<file path="config.mk">
export PLATFORM = sky130hd
export DESIGN_NAME = yahtzee_vga
export DESIGN_NICKNAME = d
export VERILOG_FILES = /design/src/logic/vga_pkg.sv /design/src/logic/video_sync_gen.sv /design/src/logic/dice_tray_renderer.sv /design/src/logic/hand_slot_marker.sv /design/src/logic/screen_compositor.sv /design/src/logic/yahtzee_vga.sv
export VERILOG_INCLUDE_DIRS = /design/src /design/src/logic
export SDC_FILE = /design/constraint.sdc
export NUM_CORES = 1
export LEC_CHECK = 0
export BUFFER_PORTS_ARGS = -buffer_cell sky130_fd_sc_hd__buf_4
export CAP_MARGIN = 10
export CORE_MARGIN = 4
export CORE_UTILIZATION = 45
export CTS_CLUSTER_SIZE = 14
export DETAILED_ROUTE_END_ITERATION = 10
export PLACE_DENSITY_LB_ADDON = 0.05
export SYNTH_ARGS = -nofsm -noshare
export SYNTH_HDL_FRONTEND = slang
export SYNTH_SLANG_ARGS = --single-unit
</file>
<file path="constraint.sdc">
create_clock -name VGA_CLK_n -period 8.25 [get_ports VGA_CLK_n]
set_input_delay 0.4125 -clock VGA_CLK_n [delete_from_list [all_inputs] [get_ports VGA_CLK_n]]
set_output_delay 0.4125 -clock VGA_CLK_n [all_outputs]
set_load 0.005 [all_outputs]
</file>
<file path="src/logic/vga_defines.svh">
`ifndef VGA_DEFINES_SVH
`define VGA_DEFINES_SVH

// 640x480 at 60 Hz, counted in pixel clocks and lines
`define H_ACTIVE 10'd640
`define H_FRONT 10'd16
`define H_SYNC 10'd96
`define H_TOTAL 10'd800
`define V_ACTIVE 10'd480
`define V_FRONT 10'd10
`define V_SYNC 10'd2
`define V_TOTAL 10'd525

// palette, stored blue-green-red
`define COLOR_MENU_BG 24'h150088
`define COLOR_BOARD_BG 24'h123495
`define COLOR_LOGO 24'h20d0f0
`define COLOR_START_BTN 24'h30b040
`define COLOR_PLAYER_BTN 24'h40a0e0
`define COLOR_BANNER 24'hd0c020
`define COLOR_RANKINGS 24'he0e0e0
`define COLOR_ROW1 24'h604020
`define COLOR_ROW2 24'h705030
`define COLOR_ROW3 24'h806040
`define COLOR_TRAY 24'h204010
`define COLOR_FACE 24'hf0f0f0
`define COLOR_PIP 24'h101010
`define COLOR_ARROW 24'h1414ff

// sprite windows, x0 and y0 inclusive, x1 and y1 exclusive
`define LOGO_X0 10'd63
`define LOGO_X1 10'd559
`define LOGO_Y0 10'd81
`define LOGO_Y1 10'd186
`define START_X0 10'd228
`define START_X1 10'd400
`define START_Y0 10'd204
`define START_Y1 10'd373
`define PLAYER_X0 10'd230
`define PLAYER_X1 10'd405
`define PLAYER_Y0 10'd205
`define PLAYER_Y1 10'd464
`define BANNER_X0 10'd112
`define BANNER_X1 10'd524
`define BANNER_Y0 10'd58
`define BANNER_Y1 10'd149
`define RANK_X0 10'd122
`define RANK_X1 10'd185
`define RANK_Y0 10'd198
`define RANK_Y1 10'd401
`define ROW1_X0 10'd18
`define ROW1_X1 10'd617
`define ROW1_Y0 10'd18
`define ROW1_Y1 10'd97
`define ROW2_X0 10'd31
`define ROW2_X1 10'd615
`define ROW2_Y0 10'd124
`define ROW2_Y1 10'd227
`define ROW3_X0 10'd195
`define ROW3_X1 10'd437
`define ROW3_Y0 10'd257
`define ROW3_Y1 10'd320
`define TRAY_X0 10'd4
`define TRAY_X1 10'd635
`define TRAY_Y0 10'd344
`define TRAY_Y1 10'd463

// dice cells and cursor arrow
`define DIE_Y0 10'd345
`define DIE_SIZE 10'd120
`define DIE_X0 10'd4
`define DIE_X1 10'd131
`define DIE_X2 10'd256
`define DIE_X3 10'd383
`define DIE_X4 10'd510
`define ARROW_W 10'd25
`define ARROW_H 10'd19

`endif

</file>
<file path="src/logic/vga_pkg.sv">
package vga_pkg;

	typedef logic [9:0] coord_t;
	typedef logic [23:0] color_t;
	typedef logic [7:0] channel_t;
	// 1 to 6 are faces, 0 and 7 leave the cell empty
	typedef logic [2:0] pip_t;
	typedef logic [3:0] slot_t;

	typedef enum logic [1:0] {
		SCR_START,
		SCR_PLAYERS,
		SCR_LEADERS,
		SCR_BOARD
	} screen_t;

	typedef enum logic [3:0] {
		LYR_BG,
		LYR_LOGO,
		LYR_START_BTN,
		LYR_PLAYER_BTN,
		LYR_LEADER_BANNER,
		LYR_RANKINGS,
		LYR_ROW1,
		LYR_ROW2,
		LYR_ROW3,
		LYR_TRAY,
		LYR_FACE,
		LYR_PIP,
		LYR_ARROW
	} layer_t;

	// half-open rectangle hit test
	function automatic logic in_win(input coord_t x, input coord_t y,
			input coord_t x0, input coord_t x1, input coord_t y0, input coord_t y1);
		return (x >= x0) && (x < x1) && (y >= y0) && (y < y1);
	endfunction

endpackage

</file>
<file path="src/logic/video_sync_gen.sv">
`timescale 1ns/1ps
`include "vga_defines.svh"

module video_sync_gen import vga_pkg::*; (
	input  logic   VGA_CLK_n,
	input  logic   iRST_n,
	output coord_t pix_x,
	output coord_t pix_y,
	output logic   active,
	output logic   hs_raw,
	output logic   vs_raw
);

	localparam coord_t H_SYNC_START = `H_ACTIVE + `H_FRONT;
	localparam coord_t H_SYNC_END = `H_ACTIVE + `H_FRONT + `H_SYNC;
	localparam coord_t V_SYNC_START = `V_ACTIVE + `V_FRONT;
	localparam coord_t V_SYNC_END = `V_ACTIVE + `V_FRONT + `V_SYNC;

	coord_t h_cnt;
	coord_t v_cnt;
	logic   h_last;
	logic   v_last;

	assign h_last = (h_cnt == `H_TOTAL - 10'd1);
	assign v_last = (v_cnt == `V_TOTAL - 10'd1);

	//////////////////////////////
	// row-major scan, active region first
	//////////////////////////////
	always_ff @(posedge VGA_CLK_n or negedge iRST_n) begin
		if (!iRST_n) begin
			h_cnt <= '0;
			v_cnt <= '0;
		end else if (h_last) begin
			h_cnt <= '0;
			if (v_last) begin
				v_cnt <= '0;
			end else begin
				v_cnt <= v_cnt + 10'd1;
			end
		end else begin
			h_cnt <= h_cnt + 10'd1;
		end
	end

	assign pix_x = h_cnt;
	assign pix_y = v_cnt;

	assign active = (h_cnt < `H_ACTIVE) && (v_cnt < `V_ACTIVE);

	// both syncs active low
	assign hs_raw = !((h_cnt >= H_SYNC_START) && (h_cnt < H_SYNC_END));
	assign vs_raw = !((v_cnt >= V_SYNC_START) && (v_cnt < V_SYNC_END));

endmodule

</file>
<file path="src/logic/dice_tray_renderer.sv">
`timescale 1ns/1ps
`include "vga_defines.svh"

module dice_tray_renderer import vga_pkg::*; (
	input  coord_t pix_x,
	input  coord_t pix_y,
	input  pip_t   die1,
	input  pip_t   die2,
	input  pip_t   die3,
	input  pip_t   die4,
	input  pip_t   die5,
	output layer_t tray_layer
);

	// each die is a 3x3 grid of 40 pixel squares
	localparam coord_t GRID = 10'd40;
	localparam coord_t PIP_LO = 10'd12;
	localparam coord_t PIP_HI = 10'd28;
	localparam coord_t CELL_X0 [5] = '{`DIE_X0, `DIE_X1, `DIE_X2, `DIE_X3, `DIE_X4};

	pip_t       die_val [5];
	logic       in_cell;
	pip_t       cell_val;
	coord_t     off_x;
	coord_t     off_y;
	logic [1:0] col;
	logic [1:0] row;
	coord_t     sub_x;
	coord_t     sub_y;
	logic [3:0] square;
	logic [8:0] face_mask;
	logic       in_band;
	logic       pip_on;

	// bit r*3+c set where the face has a pip
	function automatic logic [8:0] pip_mask(input pip_t val);
		case (val)
			3'd1: return 9'b000_010_000;
			3'd2: return 9'b100_000_001;
			3'd3: return 9'b100_010_001;
			3'd4: return 9'b101_000_101;
			3'd5: return 9'b101_010_101;
			3'd6: return 9'b101_101_101;
			default: return 9'b000_000_000;
		endcase
	endfunction

	function automatic logic [1:0] grid_idx(input coord_t off);
		if (off >= GRID + GRID) return 2'd2;
		if (off >= GRID) return 2'd1;
		return 2'd0;
	endfunction

	assign die_val = '{die1, die2, die3, die4, die5};

	always_comb begin
		in_cell = 1'b0;
		cell_val = '0;
		off_x = '0;
		for (int i = 0; i < 5; i++) begin
			if ((pix_x >= CELL_X0[i]) && (pix_x < CELL_X0[i] + `DIE_SIZE)) begin
				in_cell = 1'b1;
				cell_val = die_val[i];
				off_x = pix_x - CELL_X0[i];
			end
		end
	end

	assign in_band = (pix_y >= `DIE_Y0) && (pix_y < `DIE_Y0 + `DIE_SIZE);
	assign off_y = pix_y - `DIE_Y0;
	assign col = grid_idx(off_x);
	assign row = grid_idx(off_y);
	assign sub_x = off_x - coord_t'(col) * GRID;
	assign sub_y = off_y - coord_t'(row) * GRID;
	assign square = {2'b00, row} * 4'd3 + {2'b00, col};
	assign face_mask = pip_mask(cell_val);
	assign pip_on = (sub_x >= PIP_LO) && (sub_x < PIP_HI) && (sub_y >= PIP_LO) &&
		(sub_y < PIP_HI) && face_mask[square];

	always_comb begin
		if (in_band && in_cell) begin
			if ((cell_val == 3'd0) || (cell_val == 3'd7)) begin
				tray_layer = LYR_TRAY;
			end else begin
				tray_layer = pip_on ? LYR_PIP : LYR_FACE;
			end
		end else if (in_win(pix_x, pix_y, `TRAY_X0, `TRAY_X1, `TRAY_Y0, `TRAY_Y1) ||
				(in_band && (pix_x >= `TRAY_X0) && (pix_x < `TRAY_X1))) begin
			// gaps between cells
			tray_layer = LYR_TRAY;
		end else begin
			tray_layer = LYR_BG;
		end
	end

endmodule

</file>
<file path="src/logic/hand_slot_marker.sv">
`timescale 1ns/1ps
`include "vga_defines.svh"

module hand_slot_marker import vga_pkg::*; (
	input  logic    VGA_CLK_n,
	input  logic    iRST_n,
	input  coord_t  pix_x,
	input  coord_t  pix_y,
	input  screen_t screen_mode,
	input  slot_t   arrow_pos,
	input  slot_t   selected_hand,
	input  logic    select_strobe,
	output logic    arrow_hit
);

	localparam int NUM_SLOTS = 13;

	// arrow origins, upper row, middle row, then the lone bonus slot
	localparam coord_t SLOT_X [NUM_SLOTS] = '{
		10'd52, 10'd157, 10'd256, 10'd356, 10'd456, 10'd559,
		10'd65, 10'd163, 10'd257, 10'd349, 10'd448, 10'd545,
		10'd301
	};
	localparam coord_t SLOT_Y [NUM_SLOTS] = '{
		10'd102, 10'd102, 10'd102, 10'd102, 10'd102, 10'd102,
		10'd231, 10'd231, 10'd231, 10'd231, 10'd231, 10'd231,
		10'd322
	};

	logic [NUM_SLOTS-1:0] marks;

	//////////////////////////////
	// sticky chosen-hand marks
	//////////////////////////////
	always_ff @(posedge VGA_CLK_n or negedge iRST_n) begin
		if (!iRST_n) begin
			marks <= '0;
		end else if (screen_mode == SCR_START) begin
			// new game
			marks <= '0;
		end else if (select_strobe && (selected_hand <= 4'd12)) begin
			marks[selected_hand] <= 1'b1;
		end
	end

	// cursor slot or any marked slot shows an arrow
	always_comb begin
		arrow_hit = 1'b0;
		for (int i = 0; i < NUM_SLOTS; i++) begin
			if (((slot_t'(i) == arrow_pos) || marks[i]) &&
					in_win(pix_x, pix_y, SLOT_X[i], SLOT_X[i] + `ARROW_W,
					SLOT_Y[i], SLOT_Y[i] + `ARROW_H)) begin
				arrow_hit = 1'b1;
			end
		end
	end

endmodule

</file>
<file path="src/logic/screen_compositor.sv">
`timescale 1ns/1ps
`include "vga_defines.svh"

module screen_compositor import vga_pkg::*; (
	input  logic     VGA_CLK_n,
	input  logic     iRST_n,
	input  coord_t   pix_x,
	input  coord_t   pix_y,
	input  logic     active,
	input  logic     hs_raw,
	input  logic     vs_raw,
	input  screen_t  screen_mode,
	input  layer_t   tray_layer,
	input  logic     arrow_hit,
	output logic     vga_hs,
	output logic     vga_vs,
	output logic     vga_blank_n,
	output channel_t r_data,
	output channel_t g_data,
	output channel_t b_data
);

	layer_t layer;
	color_t pix_color;
	color_t bgr_q;

	//////////////////////////////
	// layer priority per screen
	//////////////////////////////
	always_comb begin
		layer = LYR_BG;
		case (screen_mode)
			SCR_START: begin
				if (in_win(pix_x, pix_y, `LOGO_X0, `LOGO_X1, `LOGO_Y0, `LOGO_Y1))
					layer = LYR_LOGO;
				else if (in_win(pix_x, pix_y, `START_X0, `START_X1, `START_Y0, `START_Y1))
					layer = LYR_START_BTN;
			end
			SCR_PLAYERS: begin
				if (in_win(pix_x, pix_y, `LOGO_X0, `LOGO_X1, `LOGO_Y0, `LOGO_Y1))
					layer = LYR_LOGO;
				else if (in_win(pix_x, pix_y, `PLAYER_X0, `PLAYER_X1, `PLAYER_Y0, `PLAYER_Y1))
					layer = LYR_PLAYER_BTN;
			end
			SCR_LEADERS: begin
				if (in_win(pix_x, pix_y, `BANNER_X0, `BANNER_X1, `BANNER_Y0, `BANNER_Y1))
					layer = LYR_LEADER_BANNER;
				else if (in_win(pix_x, pix_y, `RANK_X0, `RANK_X1, `RANK_Y0, `RANK_Y1))
					layer = LYR_RANKINGS;
			end
			default: begin
				// arrows sit on top of the score card
				if (arrow_hit)
					layer = LYR_ARROW;
				else if (in_win(pix_x, pix_y, `ROW1_X0, `ROW1_X1, `ROW1_Y0, `ROW1_Y1))
					layer = LYR_ROW1;
				else if (in_win(pix_x, pix_y, `ROW2_X0, `ROW2_X1, `ROW2_Y0, `ROW2_Y1))
					layer = LYR_ROW2;
				else if (in_win(pix_x, pix_y, `ROW3_X0, `ROW3_X1, `ROW3_Y0, `ROW3_Y1))
					layer = LYR_ROW3;
				else
					layer = tray_layer;
			end
		endcase
	end

	// palette
	always_comb begin
		case (layer)
			LYR_LOGO:          pix_color = `COLOR_LOGO;
			LYR_START_BTN:     pix_color = `COLOR_START_BTN;
			LYR_PLAYER_BTN:    pix_color = `COLOR_PLAYER_BTN;
			LYR_LEADER_BANNER: pix_color = `COLOR_BANNER;
			LYR_RANKINGS:      pix_color = `COLOR_RANKINGS;
			LYR_ROW1:          pix_color = `COLOR_ROW1;
			LYR_ROW2:          pix_color = `COLOR_ROW2;
			LYR_ROW3:          pix_color = `COLOR_ROW3;
			LYR_TRAY:          pix_color = `COLOR_TRAY;
			LYR_FACE:          pix_color = `COLOR_FACE;
			LYR_PIP:           pix_color = `COLOR_PIP;
			LYR_ARROW:         pix_color = `COLOR_ARROW;
			default: pix_color = (screen_mode == SCR_BOARD) ? `COLOR_BOARD_BG : `COLOR_MENU_BG;
		endcase
	end

	// sync and colour leave on the same edge
	always_ff @(posedge VGA_CLK_n or negedge iRST_n) begin
		if (!iRST_n) begin
			vga_hs <= 1'b1;
			vga_vs <= 1'b1;
			vga_blank_n <= 1'b0;
			bgr_q <= '0;
		end else begin
			vga_hs <= hs_raw;
			vga_vs <= vs_raw;
			vga_blank_n <= active;
			bgr_q <= active ? pix_color : '0;
		end
	end

	assign b_data = bgr_q[23:16];
	assign g_data = bgr_q[15:8];
	assign r_data = bgr_q[7:0];

endmodule

</file>
<file path="src/logic/yahtzee_vga.sv">
`timescale 1ns/1ps

module yahtzee_vga import vga_pkg::*; (
	input  logic     VGA_CLK_n,
	input  logic     iRST_n,
	input  screen_t  screen_mode,
	input  pip_t     die1,
	input  pip_t     die2,
	input  pip_t     die3,
	input  pip_t     die4,
	input  pip_t     die5,
	input  slot_t    arrow_pos,
	input  slot_t    selected_hand,
	input  logic     select_strobe,
	output logic     vga_hs,
	output logic     vga_vs,
	output logic     vga_blank_n,
	output channel_t r_data,
	output channel_t g_data,
	output channel_t b_data
);

	coord_t pix_x;
	coord_t pix_y;
	logic   active;
	logic   hs_raw;
	logic   vs_raw;
	layer_t tray_layer;
	logic   arrow_hit;

	video_sync_gen u_sync (
		.VGA_CLK_n (VGA_CLK_n),
		.iRST_n    (iRST_n),
		.pix_x     (pix_x),
		.pix_y     (pix_y),
		.active    (active),
		.hs_raw    (hs_raw),
		.vs_raw    (vs_raw)
	);

	dice_tray_renderer u_dice (
		.pix_x      (pix_x),
		.pix_y      (pix_y),
		.die1       (die1),
		.die2       (die2),
		.die3       (die3),
		.die4       (die4),
		.die5       (die5),
		.tray_layer (tray_layer)
	);

	hand_slot_marker u_marks (
		.VGA_CLK_n     (VGA_CLK_n),
		.iRST_n        (iRST_n),
		.pix_x         (pix_x),
		.pix_y         (pix_y),
		.screen_mode   (screen_mode),
		.arrow_pos     (arrow_pos),
		.selected_hand (selected_hand),
		.select_strobe (select_strobe),
		.arrow_hit     (arrow_hit)
	);

	screen_compositor u_comp (
		.VGA_CLK_n   (VGA_CLK_n),
		.iRST_n      (iRST_n),
		.pix_x       (pix_x),
		.pix_y       (pix_y),
		.active      (active),
		.hs_raw      (hs_raw),
		.vs_raw      (vs_raw),
		.screen_mode (screen_mode),
		.tray_layer  (tray_layer),
		.arrow_hit   (arrow_hit),
		.vga_hs      (vga_hs),
		.vga_vs      (vga_vs),
		.vga_blank_n (vga_blank_n),
		.r_data      (r_data),
		.g_data      (g_data),
		.b_data      (b_data)
	);

endmodule

</file>
Word level (Yosys, flattened, before mapping)
Cells that the tools add are included.
{"block": "word_totals", "ff_bits": 60, "out_inout_bits": 27}
{"block": "classes", "add_sub_neg": 11, "mux": 69, "n_mul": 3, "n_eq_ne": 36, "reduce_logical": 118, "n_bitwise": 1, "n_lt_le_gt_ge": 96}
{"cell": "24-bit case mux with 12 select lines", "n": 1}
{"cell": "10-bit by 9-bit < comparator with 1-bit output, second input constant", "n": 21}
{"cell": "10-bit by 9-bit greater-or-equal comparator with 1-bit output, second input constant", "n": 14}
{"cell": "10-bit by 8-bit greater-or-equal comparator with 1-bit output, second input constant", "n": 10}
{"cell": "10-bit < comparator, second input constant", "n": 10}
{"cell": "1-bit logical AND", "n": 97}
{"cell": "10-bit by 7-bit greater-or-equal comparator with 1-bit output, second input constant", "n": 8}
{"cell": "10-bit by 8-bit < comparator with 1-bit output, second input constant", "n": 8}
{"cell": "10-bit 2-to-1 mux", "n": 7}
{"cell": "9-bit case mux with 6 select lines", "n": 1}
{"cell": "10-bit by 6-bit greater-or-equal comparator with 1-bit output, second input constant", "n": 5}
{"cell": "10-bit by 7-bit < comparator with 1-bit output, second input constant", "n": 5}
{"cell": "4-bit 2-to-1 mux", "n": 10}
{"cell": "10-bit by 9-bit subtractor with 10-bit output, second input constant", "n": 4}
{"cell": "10-bit greater-or-equal comparator, second input constant", "n": 3}
{"cell": "10-bit by 5-bit greater-or-equal comparator with 1-bit output, second input constant", "n": 3}
{"cell": "1-bit 2-to-1 mux", "n": 27}
{"cell": "13-bit 2-to-1 mux", "n": 2}
{"cell": "24-bit 2-to-1 mux", "n": 1}
{"cell": "10-bit by 1-bit adder with 10-bit output, second input constant", "n": 2}
{"cell": "10-bit equality test, second input constant", "n": 2}
{"cell": "4-bit equality test, first input constant", "n": 5}
{"cell": "4-bit equality test, second input constant", "n": 5}
{"cell": "10-bit by 4-bit greater-or-equal comparator with 1-bit output, second input constant", "n": 2}
{"cell": "35 further kinds", "n": 81}

Logic depth before layout (Yosys ltp)
Gate-level depths: netlist of run 1.
{"block": "depth", "word_depth": 30, "mapped_depth": 29, "mapped_depth_nobuf": 25}

By module
Synthesis of run 1 repeated with hierarchy kept, for this count alone.
{"block": "hier_totals", "hier_cells": 822, "area_unflattened_um2": 6394.9}
{"mod": "dice_tray_renderer", "area_each_um2": 2243.4, "instances": 1, "seq_area_each_um2": 0.0, "cells_per_inst": 326}
{"mod": "screen_compositor", "area_each_um2": 1918.1, "instances": 1, "seq_area_each_um2": 503.0, "cells_per_inst": 238}
{"mod": "hand_slot_marker", "area_each_um2": 1191.1, "instances": 1, "seq_area_each_um2": 325.3, "cells_per_inst": 153}
{"mod": "video_sync_gen", "area_each_um2": 1042.2, "instances": 1, "seq_area_each_um2": 500.5, "cells_per_inst": 105}

Worst setup path after synthesis of run 1
Ideal clock, no wire load.
{"block": "synth_path", "path_kind": "reg-to-reg", "startpoint": "register u_sync.h_cnt[3], in the netlist u_sync.pix_x[3]", "endpoint": "register u_comp.bgr_q[13]", "period_less_slack_ns": 5.506, "stages_incl_launch_ff": 27, "setup_slack_ns": 2.744, "path_buffers": 4, "arrival_ns": 5.365, "path_cell_list": "dfrtp_1 > buf_2 > buf_1 > inv_1 > ha_1 > a21o_1 > a31oi_1 > o21a_1 > buf_2 > o21ai_0 > mux2_2 > a211oi_2 > nand2_1 > a21oi_1 > ha_1 > inv_1 > fa_1 > xor2_1 > nor3_1 > nand4_1 > nor4_1 > o2111ai_1 > or4_4 > nand2_2 > buf_6 > mux2i_1 > a21oi_1"}
{"block": "synth_via", "elab_chain_len": 30, "word_cells_on_any_way": 233, "cone_classes": "add/sub: 7; mul: 1; order compare: 57; eq/ne: 19; mux: 54; reduce/logical: 95"}
{"item": "start, declared", "line_no": "video_sync_gen.sv:19", "source": "coord_t h_cnt;"}
{"item": "start signal, assigned", "line_no": "video_sync_gen.sv:42", "source": "h_cnt <= h_cnt + 10'd1;"}
{"item": "10-bit by 3-bit greater-or-equal comparator with 1-bit output or 10-bit by 7-bit < comparator with 1-bit output (tied branches)"}
{"item": "1-bit logical AND", "line_no": "dice_tray_renderer.sv:61", "source": "if ((pix_x >= CELL_X0[i]) && (pix_x < CELL_X0[i] + `DIE_SIZE)) begin"}
{"item": "10-bit 2-to-1 mux (5 in series)", "line_no": "dice_tray_renderer.sv:61"}
{"item": "10-bit by 6-bit greater-or-equal comparator with 1-bit output", "line_no": "dice_tray_renderer.sv:50", "source": "if (off >= GRID) return 2'd1;"}
{"item": "1-bit 2-to-1 mux (2 in series)", "line_no": "dice_tray_renderer.sv:50"}
{"item": "2-bit 2-to-1 mux", "line_no": "dice_tray_renderer.sv:51", "source": "return 2'd0;"}
{"item": "2-bit 2-to-1 mux", "line_no": "dice_tray_renderer.sv:50"}
{"item": "2-bit by 3-bit multiplier with 5-bit output", "line_no": "dice_tray_renderer.sv:73", "source": "assign sub_x = off_x - coord_t'(col) * GRID;"}
{"item": "[... 9 more ...]"}
{"item": "4-bit 2-to-1 mux", "line_no": "screen_compositor.sv:59", "source": "else if (in_win(pix_x, pix_y, `ROW3_X0, `ROW3_X1, `ROW3_Y0, `ROW3_Y1))"}
{"item": "4-bit 2-to-1 mux", "line_no": "screen_compositor.sv:57", "source": "else if (in_win(pix_x, pix_y, `ROW2_X0, `ROW2_X1, `ROW2_Y0, `ROW2_Y1))"}
{"item": "4-bit 2-to-1 mux", "line_no": "screen_compositor.sv:55", "source": "else if (in_win(pix_x, pix_y, `ROW1_X0, `ROW1_X1, `ROW1_Y0, `ROW1_Y1))"}
{"item": "4-bit 2-to-1 mux", "line_no": "screen_compositor.sv:53", "source": "if (arrow_hit)"}
{"item": "4-bit case mux with 3 select lines", "line_no": "screen_compositor.sv:32", "source": "case (screen_mode)"}
{"item": "4-bit equality test, or another cell as far along", "line_no": "screen_compositor.sv:69", "source": "case (layer)"}
{"item": "24-bit case mux with 12 select lines", "line_no": "screen_compositor.sv:69"}
{"item": "24-bit 2-to-1 mux *", "line_no": "screen_compositor.sv:97", "source": "bgr_q <= active ? pix_color : '0;"}
{"item": "end signal, assigned", "line_no": "screen_compositor.sv:97"}
{"item": "end, declared", "line_no": "screen_compositor.sv:25", "source": "color_t bgr_q;"}
Every way passes the cells marked *; elsewhere a longest branch is shown, timed or not. The select of a mux whose other input is x is not followed.
A chain may end at the register's enable or synchronous reset.

Worst setup path after layout of run 1
{"block": "layout_path", "startpoint": "register u_sync.h_cnt[3], in the netlist u_sync.pix_x[3]", "endpoint": "register u_comp.bgr_q[4]"}
Same word-level chain as after synthesis.

==> impl_results.md, run 1 <==
- Nets@finish: 845
- Cell count after placement: 947
- Via count: 6418
- P_leak: 0.00271 uW
- Period Utilization, post-route: 82.1%
- Simple-gate share of the synthesized area: 26.1%
- Worst slack, placed: 1.58 ns
- Worst EP required: 8.45 ns
- VDD IR max: 67.7 uV
- DR iter-0 viols: 888
- Width of the die: 123 um
- Syn_area_per_cell: 7.64 um^2
- Final core occ: 50.6%
- Slew margin rel.: 29.2%
- Worst EP arrival: 6.97 ns
- Starting Density: 46.4%
- Least-Margin Pin Slew: 1.06 ns
- Largest net degree at the start of global routing: 54
- Dpl hpwl: 15500 um
- Vias in the first global route: 6000
- H-tree depth: 2
- Reg2Reg Setup Slack: 1.48 ns
- Setup WS post-layout: 1.48 ns
- Post-Syn Instances: 773
- Most frequent cells in the layout: nor2_1 (68), nand2_1 (68), a21oi_1 (64)
- Xor-xnor portion of the synthesized cell area: 4.60%
- Root Buffer: clkbuf_16
- First-pass GRT wire length: 33000 um
- Drt via density: 6.72
- PwrDens: 90.6 nW/um^2
- Register area share after synthesis: 22.5%
- Library cells used by synthesis: 89
- Critical path class: register to register
- I/O Pins: 55
- Clk slew on worst S/H paths: 0.07 ns
- Routed Antenna Nets: 0
- Antenna fix cells: 0
- Worst Setup Start Kind: register
- Initial antenna violation count: 0
- Clk sinks: 53
- Final Skew: 0.00561 ns
- Final Slew Violations: 0
- Avg WL per Cell: 21.8 um
- Die ar.: 15000 um^2
- Resized Gates After CTS: 0
- RSZ-0062 raised after global routing: no
- Worst-Skew Late Latency: 0.31 ns
- FP Rows: 41
- CP Max Fanout: 20
- RD Place Congestion: 1.04
- Largest family of logic cells by synthesized area: compound AO/OA/AOI/OAI gates
- Area Overhead vs Synth: 9.09%
- Number of enable flip-flop cells after synthesis: 0
- Yosys warnings: 0
- Total CTS buffers: 5
- Fraction of layout cells with a size suffix above 1: 12.5%
- Status: finished, final reports clean
- Mapped Area: 5910 um^2
- Seq cells post-synth: 53
- Post-Layout Cell Count: 955
- Final setup TNS: 0 ns
- # hold bufs at CTS: 0
- Adder-Cell Fraction of Synth Area: 7.46%
- Synth Area in Compound Gates: 32.0%
- Postcts setup bufs: 0
- Fmax: 148 MHz
- Clock Path Buffers: 2
- Hold Fails Final Rpt: 0
- Setup Viol. Count Final: 0
- Primary FF master, synth: dfrtp_1
- Tot GR Track Use: 27.8%
- Residual DRC: 0
- Detailed-route wire length: 20800 um
- CTS tree: built
- Final Critical Period: 6.77 ns
- Setup crit end kind: register
- Post-synthesis mux area share: 0.869%
- Hold crit path type: input port to async pin
- PortBufs: 50
- Final global-route overflow total: 0
- Die Height: 123 um
- CORE AREA: 12700 um^2
- Pre-antenna DRT Iters: 6
- Number of max-cap violations: 0
- Async SR Flop Fraction: 100%
power by group:
group	switching [uW]	internal [uW]
Clock	101	143
Sequential	4.02	269
Combinational	35.8	30.8
flip-flops by register name (all words and copies together), names as in the netlist:
register and cells:
u_sync.pix_y 10, u_comp.vga_hs 1, u_comp.vga_vs 1, u_comp.bgr_q 17, u_comp.vga_blank_n 1, u_sync.pix_x 10, u_marks.marks 13
worst max-delay path, cell delays in order, from the launching register on:
cell and delay [ns]:
dfrtp_1 0.83, ha_1 0.75, nand4_1 0.49, or2_2 0.46
nand2_1 0.30, o21ai_0 0.13, mux2_2 0.30, a211oi_2 0.31
nand2_1 0.12, a21oi_1 0.29, ha_1 0.20, inv_1 0.06
fa_1 0.39, xor2_1 0.15, nor3_1 0.17, nand4_1 0.12
nor4_1 0.25, o2111ai_1 0.20, or4_4 0.47, nand2_2 0.24
o41ai_2 0.17, nor4_1 0.26
final timing paths:
check,from,endpoint,cells after the start
setup / recovery,u_sync.pix_x[3],u_comp.bgr_q[4],21
hold / removal,iRST_n,u_sync.pix_y[0],1
setup reg to reg,u_sync.pix_x[3],u_comp.bgr_q[4],21
hold reg to reg,u_marks.marks[4],u_marks.marks[4],2
max in group asynchronous,iRST_n,u_sync.pix_x[1],1
min in group VGA_CLK_n,selected_hand[3],u_marks.marks[12],3
synth_stat cells (all sizes together), types with 11 or more instances:
library cell / count / area share [%]
a211oi: 17 / 2.3
a21o: 19 / 2.4
a21oi: 64 / 5.4
a31oi: 15 / 1.6
buf: 34 / 3.2
clkbuf: 22 / 1.4
dfrtp: 51 / 22
ha: 32 / 6.8
inv: 26 / 1.7
nand2: 70 / 4.5
nand3: 25 / 2.3
nand4: 14 / 1.5
nor2: 68 / 4.3
nor2b: 17 / 1.8
nor3: 29 / 2.5
o21ai: 43 / 3.6
xnor2: 20 / 3.0
xor2: 11 / 1.6
layer usage:
layer	vias up	GRT usage, %	part of all wire, %
met1	3042	37.1	42
met4	0	9.31	3.2
met3	58	6.08	9.1
met2	395	44.7	46
li1	2923	-	-
met5	-	0	0
stage by stage:
| stage | hold WS (ns) | power [uW] | instance area, um^2 |
|---|---|---|---|
| floorplan | 0.117 | 311 | 5920 |
| global placement | 0.486 | 344 | 6270 |
| detailed placement | 0.490 | 345 | 6270 |
| CTS | 0.177 | 588 | 6430 |
| global route | 0.210 | 607 | 6440 |
| finish | 0.150 | 584 | 6440 |
logic make-up after synthesis:
logic type,after synthesis
fa+ha+maj,34
other cells,1
buf+inv,83
flops,53
compound gates,268
simple gates,298
xor+xnor,31
mux,5
layout make-up:
| type | count | area [um^2] |
|---|---|---|
| fillers | 1278 | 6280 |
| multi-input cells | 640 | 4210 |
| flip-flops and latches | 53 | 1330 |
| repair buffers | 56 | 420 |
| well taps | 172 | 215 |
| clock buffers | 5 | 125 |
| inverters | 27 | 101 |
| clock inverters | 2 | 38.8 |
Power figures use the tool's default switching activity.
==> inputs of run 2 (changes only) <==
==> constraint.sdc (replaced) <==
create_clock -name VGA_CLK_n -period 6.7 [get_ports VGA_CLK_n]
set_input_delay 0.335 -clock VGA_CLK_n [delete_from_list [all_inputs] [get_ports VGA_CLK_n]]
set_output_delay 0.335 -clock VGA_CLK_n [all_outputs]
set_load 0.005 [all_outputs]
==> run 2 against run 1 <==
  * Register-to-register slack lost 0.84 ns
  * Clock skew increased by 0.0045 ns
  * First-iteration DRC count decreased by 20%
  * Combinational power is 22% higher
  * Core utilization up 1.1 points
  * Sequential share of layout area decreased by 0.44 points
  * Critical path type unchanged
==> impl_results.md, run 2 (synthesized netlist as in run 1, its figures left out) <==
- Status: finished, final reports clean
- Fraction of layout cells with a size suffix above 1: 14.6%
- Clk slew on worst S/H paths: 0.08 ns
- Nets@finish: 861
- PortBufs: 50
- Worst EP arrival: 6.26 ns
- Least-Margin Pin Slew: 1.02 ns
- Setup WS post-layout: 0.633 ns
- Final setup TNS: 0 ns
- Routed Antenna Nets: 0
- Vias in the first global route: 6056
- CP max-delay cell: dfrtp_1
- Tot GR Track Use: 28.8%
- RD Place Congestion: 1.05
- Die ar.: 15000 um^2
- First-pass GRT wire length: 33800 um
- PwrDens: 110 nW/um^2
- Final Slew Violations: 0
- Period Utilization, post-route: 90.6%
- Total CTS buffers: 5
- Number of max-cap violations: 0
- R2r endpoint: u_comp.bgr_q[4]
- Clk sinks: 53
- Pre-antenna DRT Iters: 5
- Area Overhead vs Synth: 11.4%
- CP Max Fanout: 13
- FP Rows: 41
- Drt via density: 6.61
- Initial antenna violation count: 0
- VDD IR max: 84.6 uV
- Detailed-route wire length: 21200 um
- Worst-Skew Late Latency: 0.31 ns
- Top reg by flops: u_comp.bgr_q
- Critical path class: register to register
- P_leak: 0.00279 uW
- Family with the most delay on the worst path: simple AND/OR/NAND/NOR gates
- Fmax: 165 MHz
- Worst R2R Path Depth: 21
- Setup Viol. Count Final: 0
- Hold crit path type: input port to async pin
- Worst-path cell chain: inv_1 -> ha_1 -> or3b_1 -> nor3_2 -> nor2_1 -> a221oi_1 -> o21ai_0 -> or3_1 -> a21oi_1 -> ha_1 -> inv_1 -> fa_1 -> xor2_1 -> nor3_1 -> nand4_1 -> nor4_1 -> o2111ai_1 -> or4_4 -> nand2_2 -> o41ai_2 -> nor4_1
- RR Startpoint: u_sync.pix_x[3]
- Postcts setup bufs: 0
- Dpl hpwl: 16400 um
- Die Height: 123 um
- Worst Setup SP: u_sync.pix_x[3]
- Hold Fails Final Rpt: 0
- Slew margin rel.: 31.6%
- Critical path depth: 21
- CORE AREA: 12700 um^2
- Worst path bufs/invs: 2
- I/O Pins: 55
- CTS tree: built
- Most frequent cells in the layout: buf_4 (71), nand2_1 (68), nor2_1 (67)
- Clock Path Buffers: 2
- Worst slack, placed: 0.582 ns
- Largest net degree at the start of global routing: 54
- DR iter-0 viols: 710
- Root Buffer: clkbuf_16
- Setup crit end kind: register
- Final global-route overflow total: 0
- Worst EP required: 6.89 ns
- Antenna fix cells: 0
- Final Skew: 0.0101 ns
- Final Critical Period: 6.07 ns
- Final core occ: 51.7%
- Max reg flops: 17
- H-tree depth: 2
- Reg2Reg Setup Slack: 0.63 ns
- Width of the die: 123 um
- Commonest non-fill, non-tap cell in the layout: buf_4
- Via count: 6421
- Delay of the slowest critical-path stage: 0.51 ns
- Starting Density: 46.4%
- Worst Setup Start Kind: register
- Residual DRC: 0
- Biggest regs: u_comp.bgr_q (17), u_marks.marks (13)
- RSZ-0062 raised after global routing: no
- Worst Setup EP: u_comp.bgr_q[4]
- Avg WL per Cell: 21.8 um
==> run 2: cell count changes in the layout (fill, tap and decap cells not counted) <==
cell,before,now
ha_1,32,31
nor2_2,0,1
ha_2,0,1
o21a_1,7,6
nor2_1,68,67
o21a_2,0,1
buf_4,56,71
buf_12,0,1
==> run 2: where the power goes <==
group,leakage (uW),switching [uW],internal [uW]
Clock,0.0000803,127,176
Combinational,0.00202,43.3,37.9
Sequential,0.000688,5.03,332
==> run 2: through the flow <==
stage                     hold WS (ns)  power, uW  instances  area, um^2
after global routing             0.130        760        971        6580
after CTS                       0.0902        732        971        6580
after floorplan                 0.0394        383        776        5920
after detailed placement         0.425        425        964        6410
final                           0.0610        721        971        6580
after global placement           0.409        423        964        6410
==> run 2: how the worst min path moves through the flow <==
| stage | startpoint | endpoint | slack (ns) | cells past startpoint |
|---|---|---|---|---|
| 2_1_floorplan | iRST_n | u_comp.bgr_q[10] | 0.04 | 0 |
| 3_3_place_gp | iRST_n | u_sync.pix_y[0] | 0.41 | 1 |
| 3_5_place_dp | iRST_n | u_sync.pix_y[2] | 0.43 | 1 |
| 4_1_cts | iRST_n | u_comp.bgr_q[21] | 0.09 | 1 |
| 5_1_grt | iRST_n | u_sync.pix_y[0] | 0.13 | 1 |
| 6_report | iRST_n | u_sync.pix_y[2] | 0.06 | 1 |
==> run 2: what timing repair did <==
action	in CTS	in global routing
resized for setup	0	3
endpoints found under the hold margin	0	0
hold buffers	0	0
setup endpoints to repair	0	15
==> run 2: layout make-up <==
cell class	instances	area, um^2
Inverter	27	101
Clock inverter	2	38.8
Sequential cell	53	1330
Tap cell	172	215
Timing Repair Buffer	72	553
Multi-Input combinational cell	640	4220
Clock buffer	5	125
Fill cell	1292	6140
==> run 2: metal layers <==
metal / vias to the layer above / global-route usage (%) / part of all wire (%)
li1: 2959 / - / -
met1: 3046 / 39.3 / 43
met2: 362 / 45.8 / 46
met3: 54 / 5.30 / 8.2
met4: 0 / 9.73 / 3.2
met5: - / 0 / 0
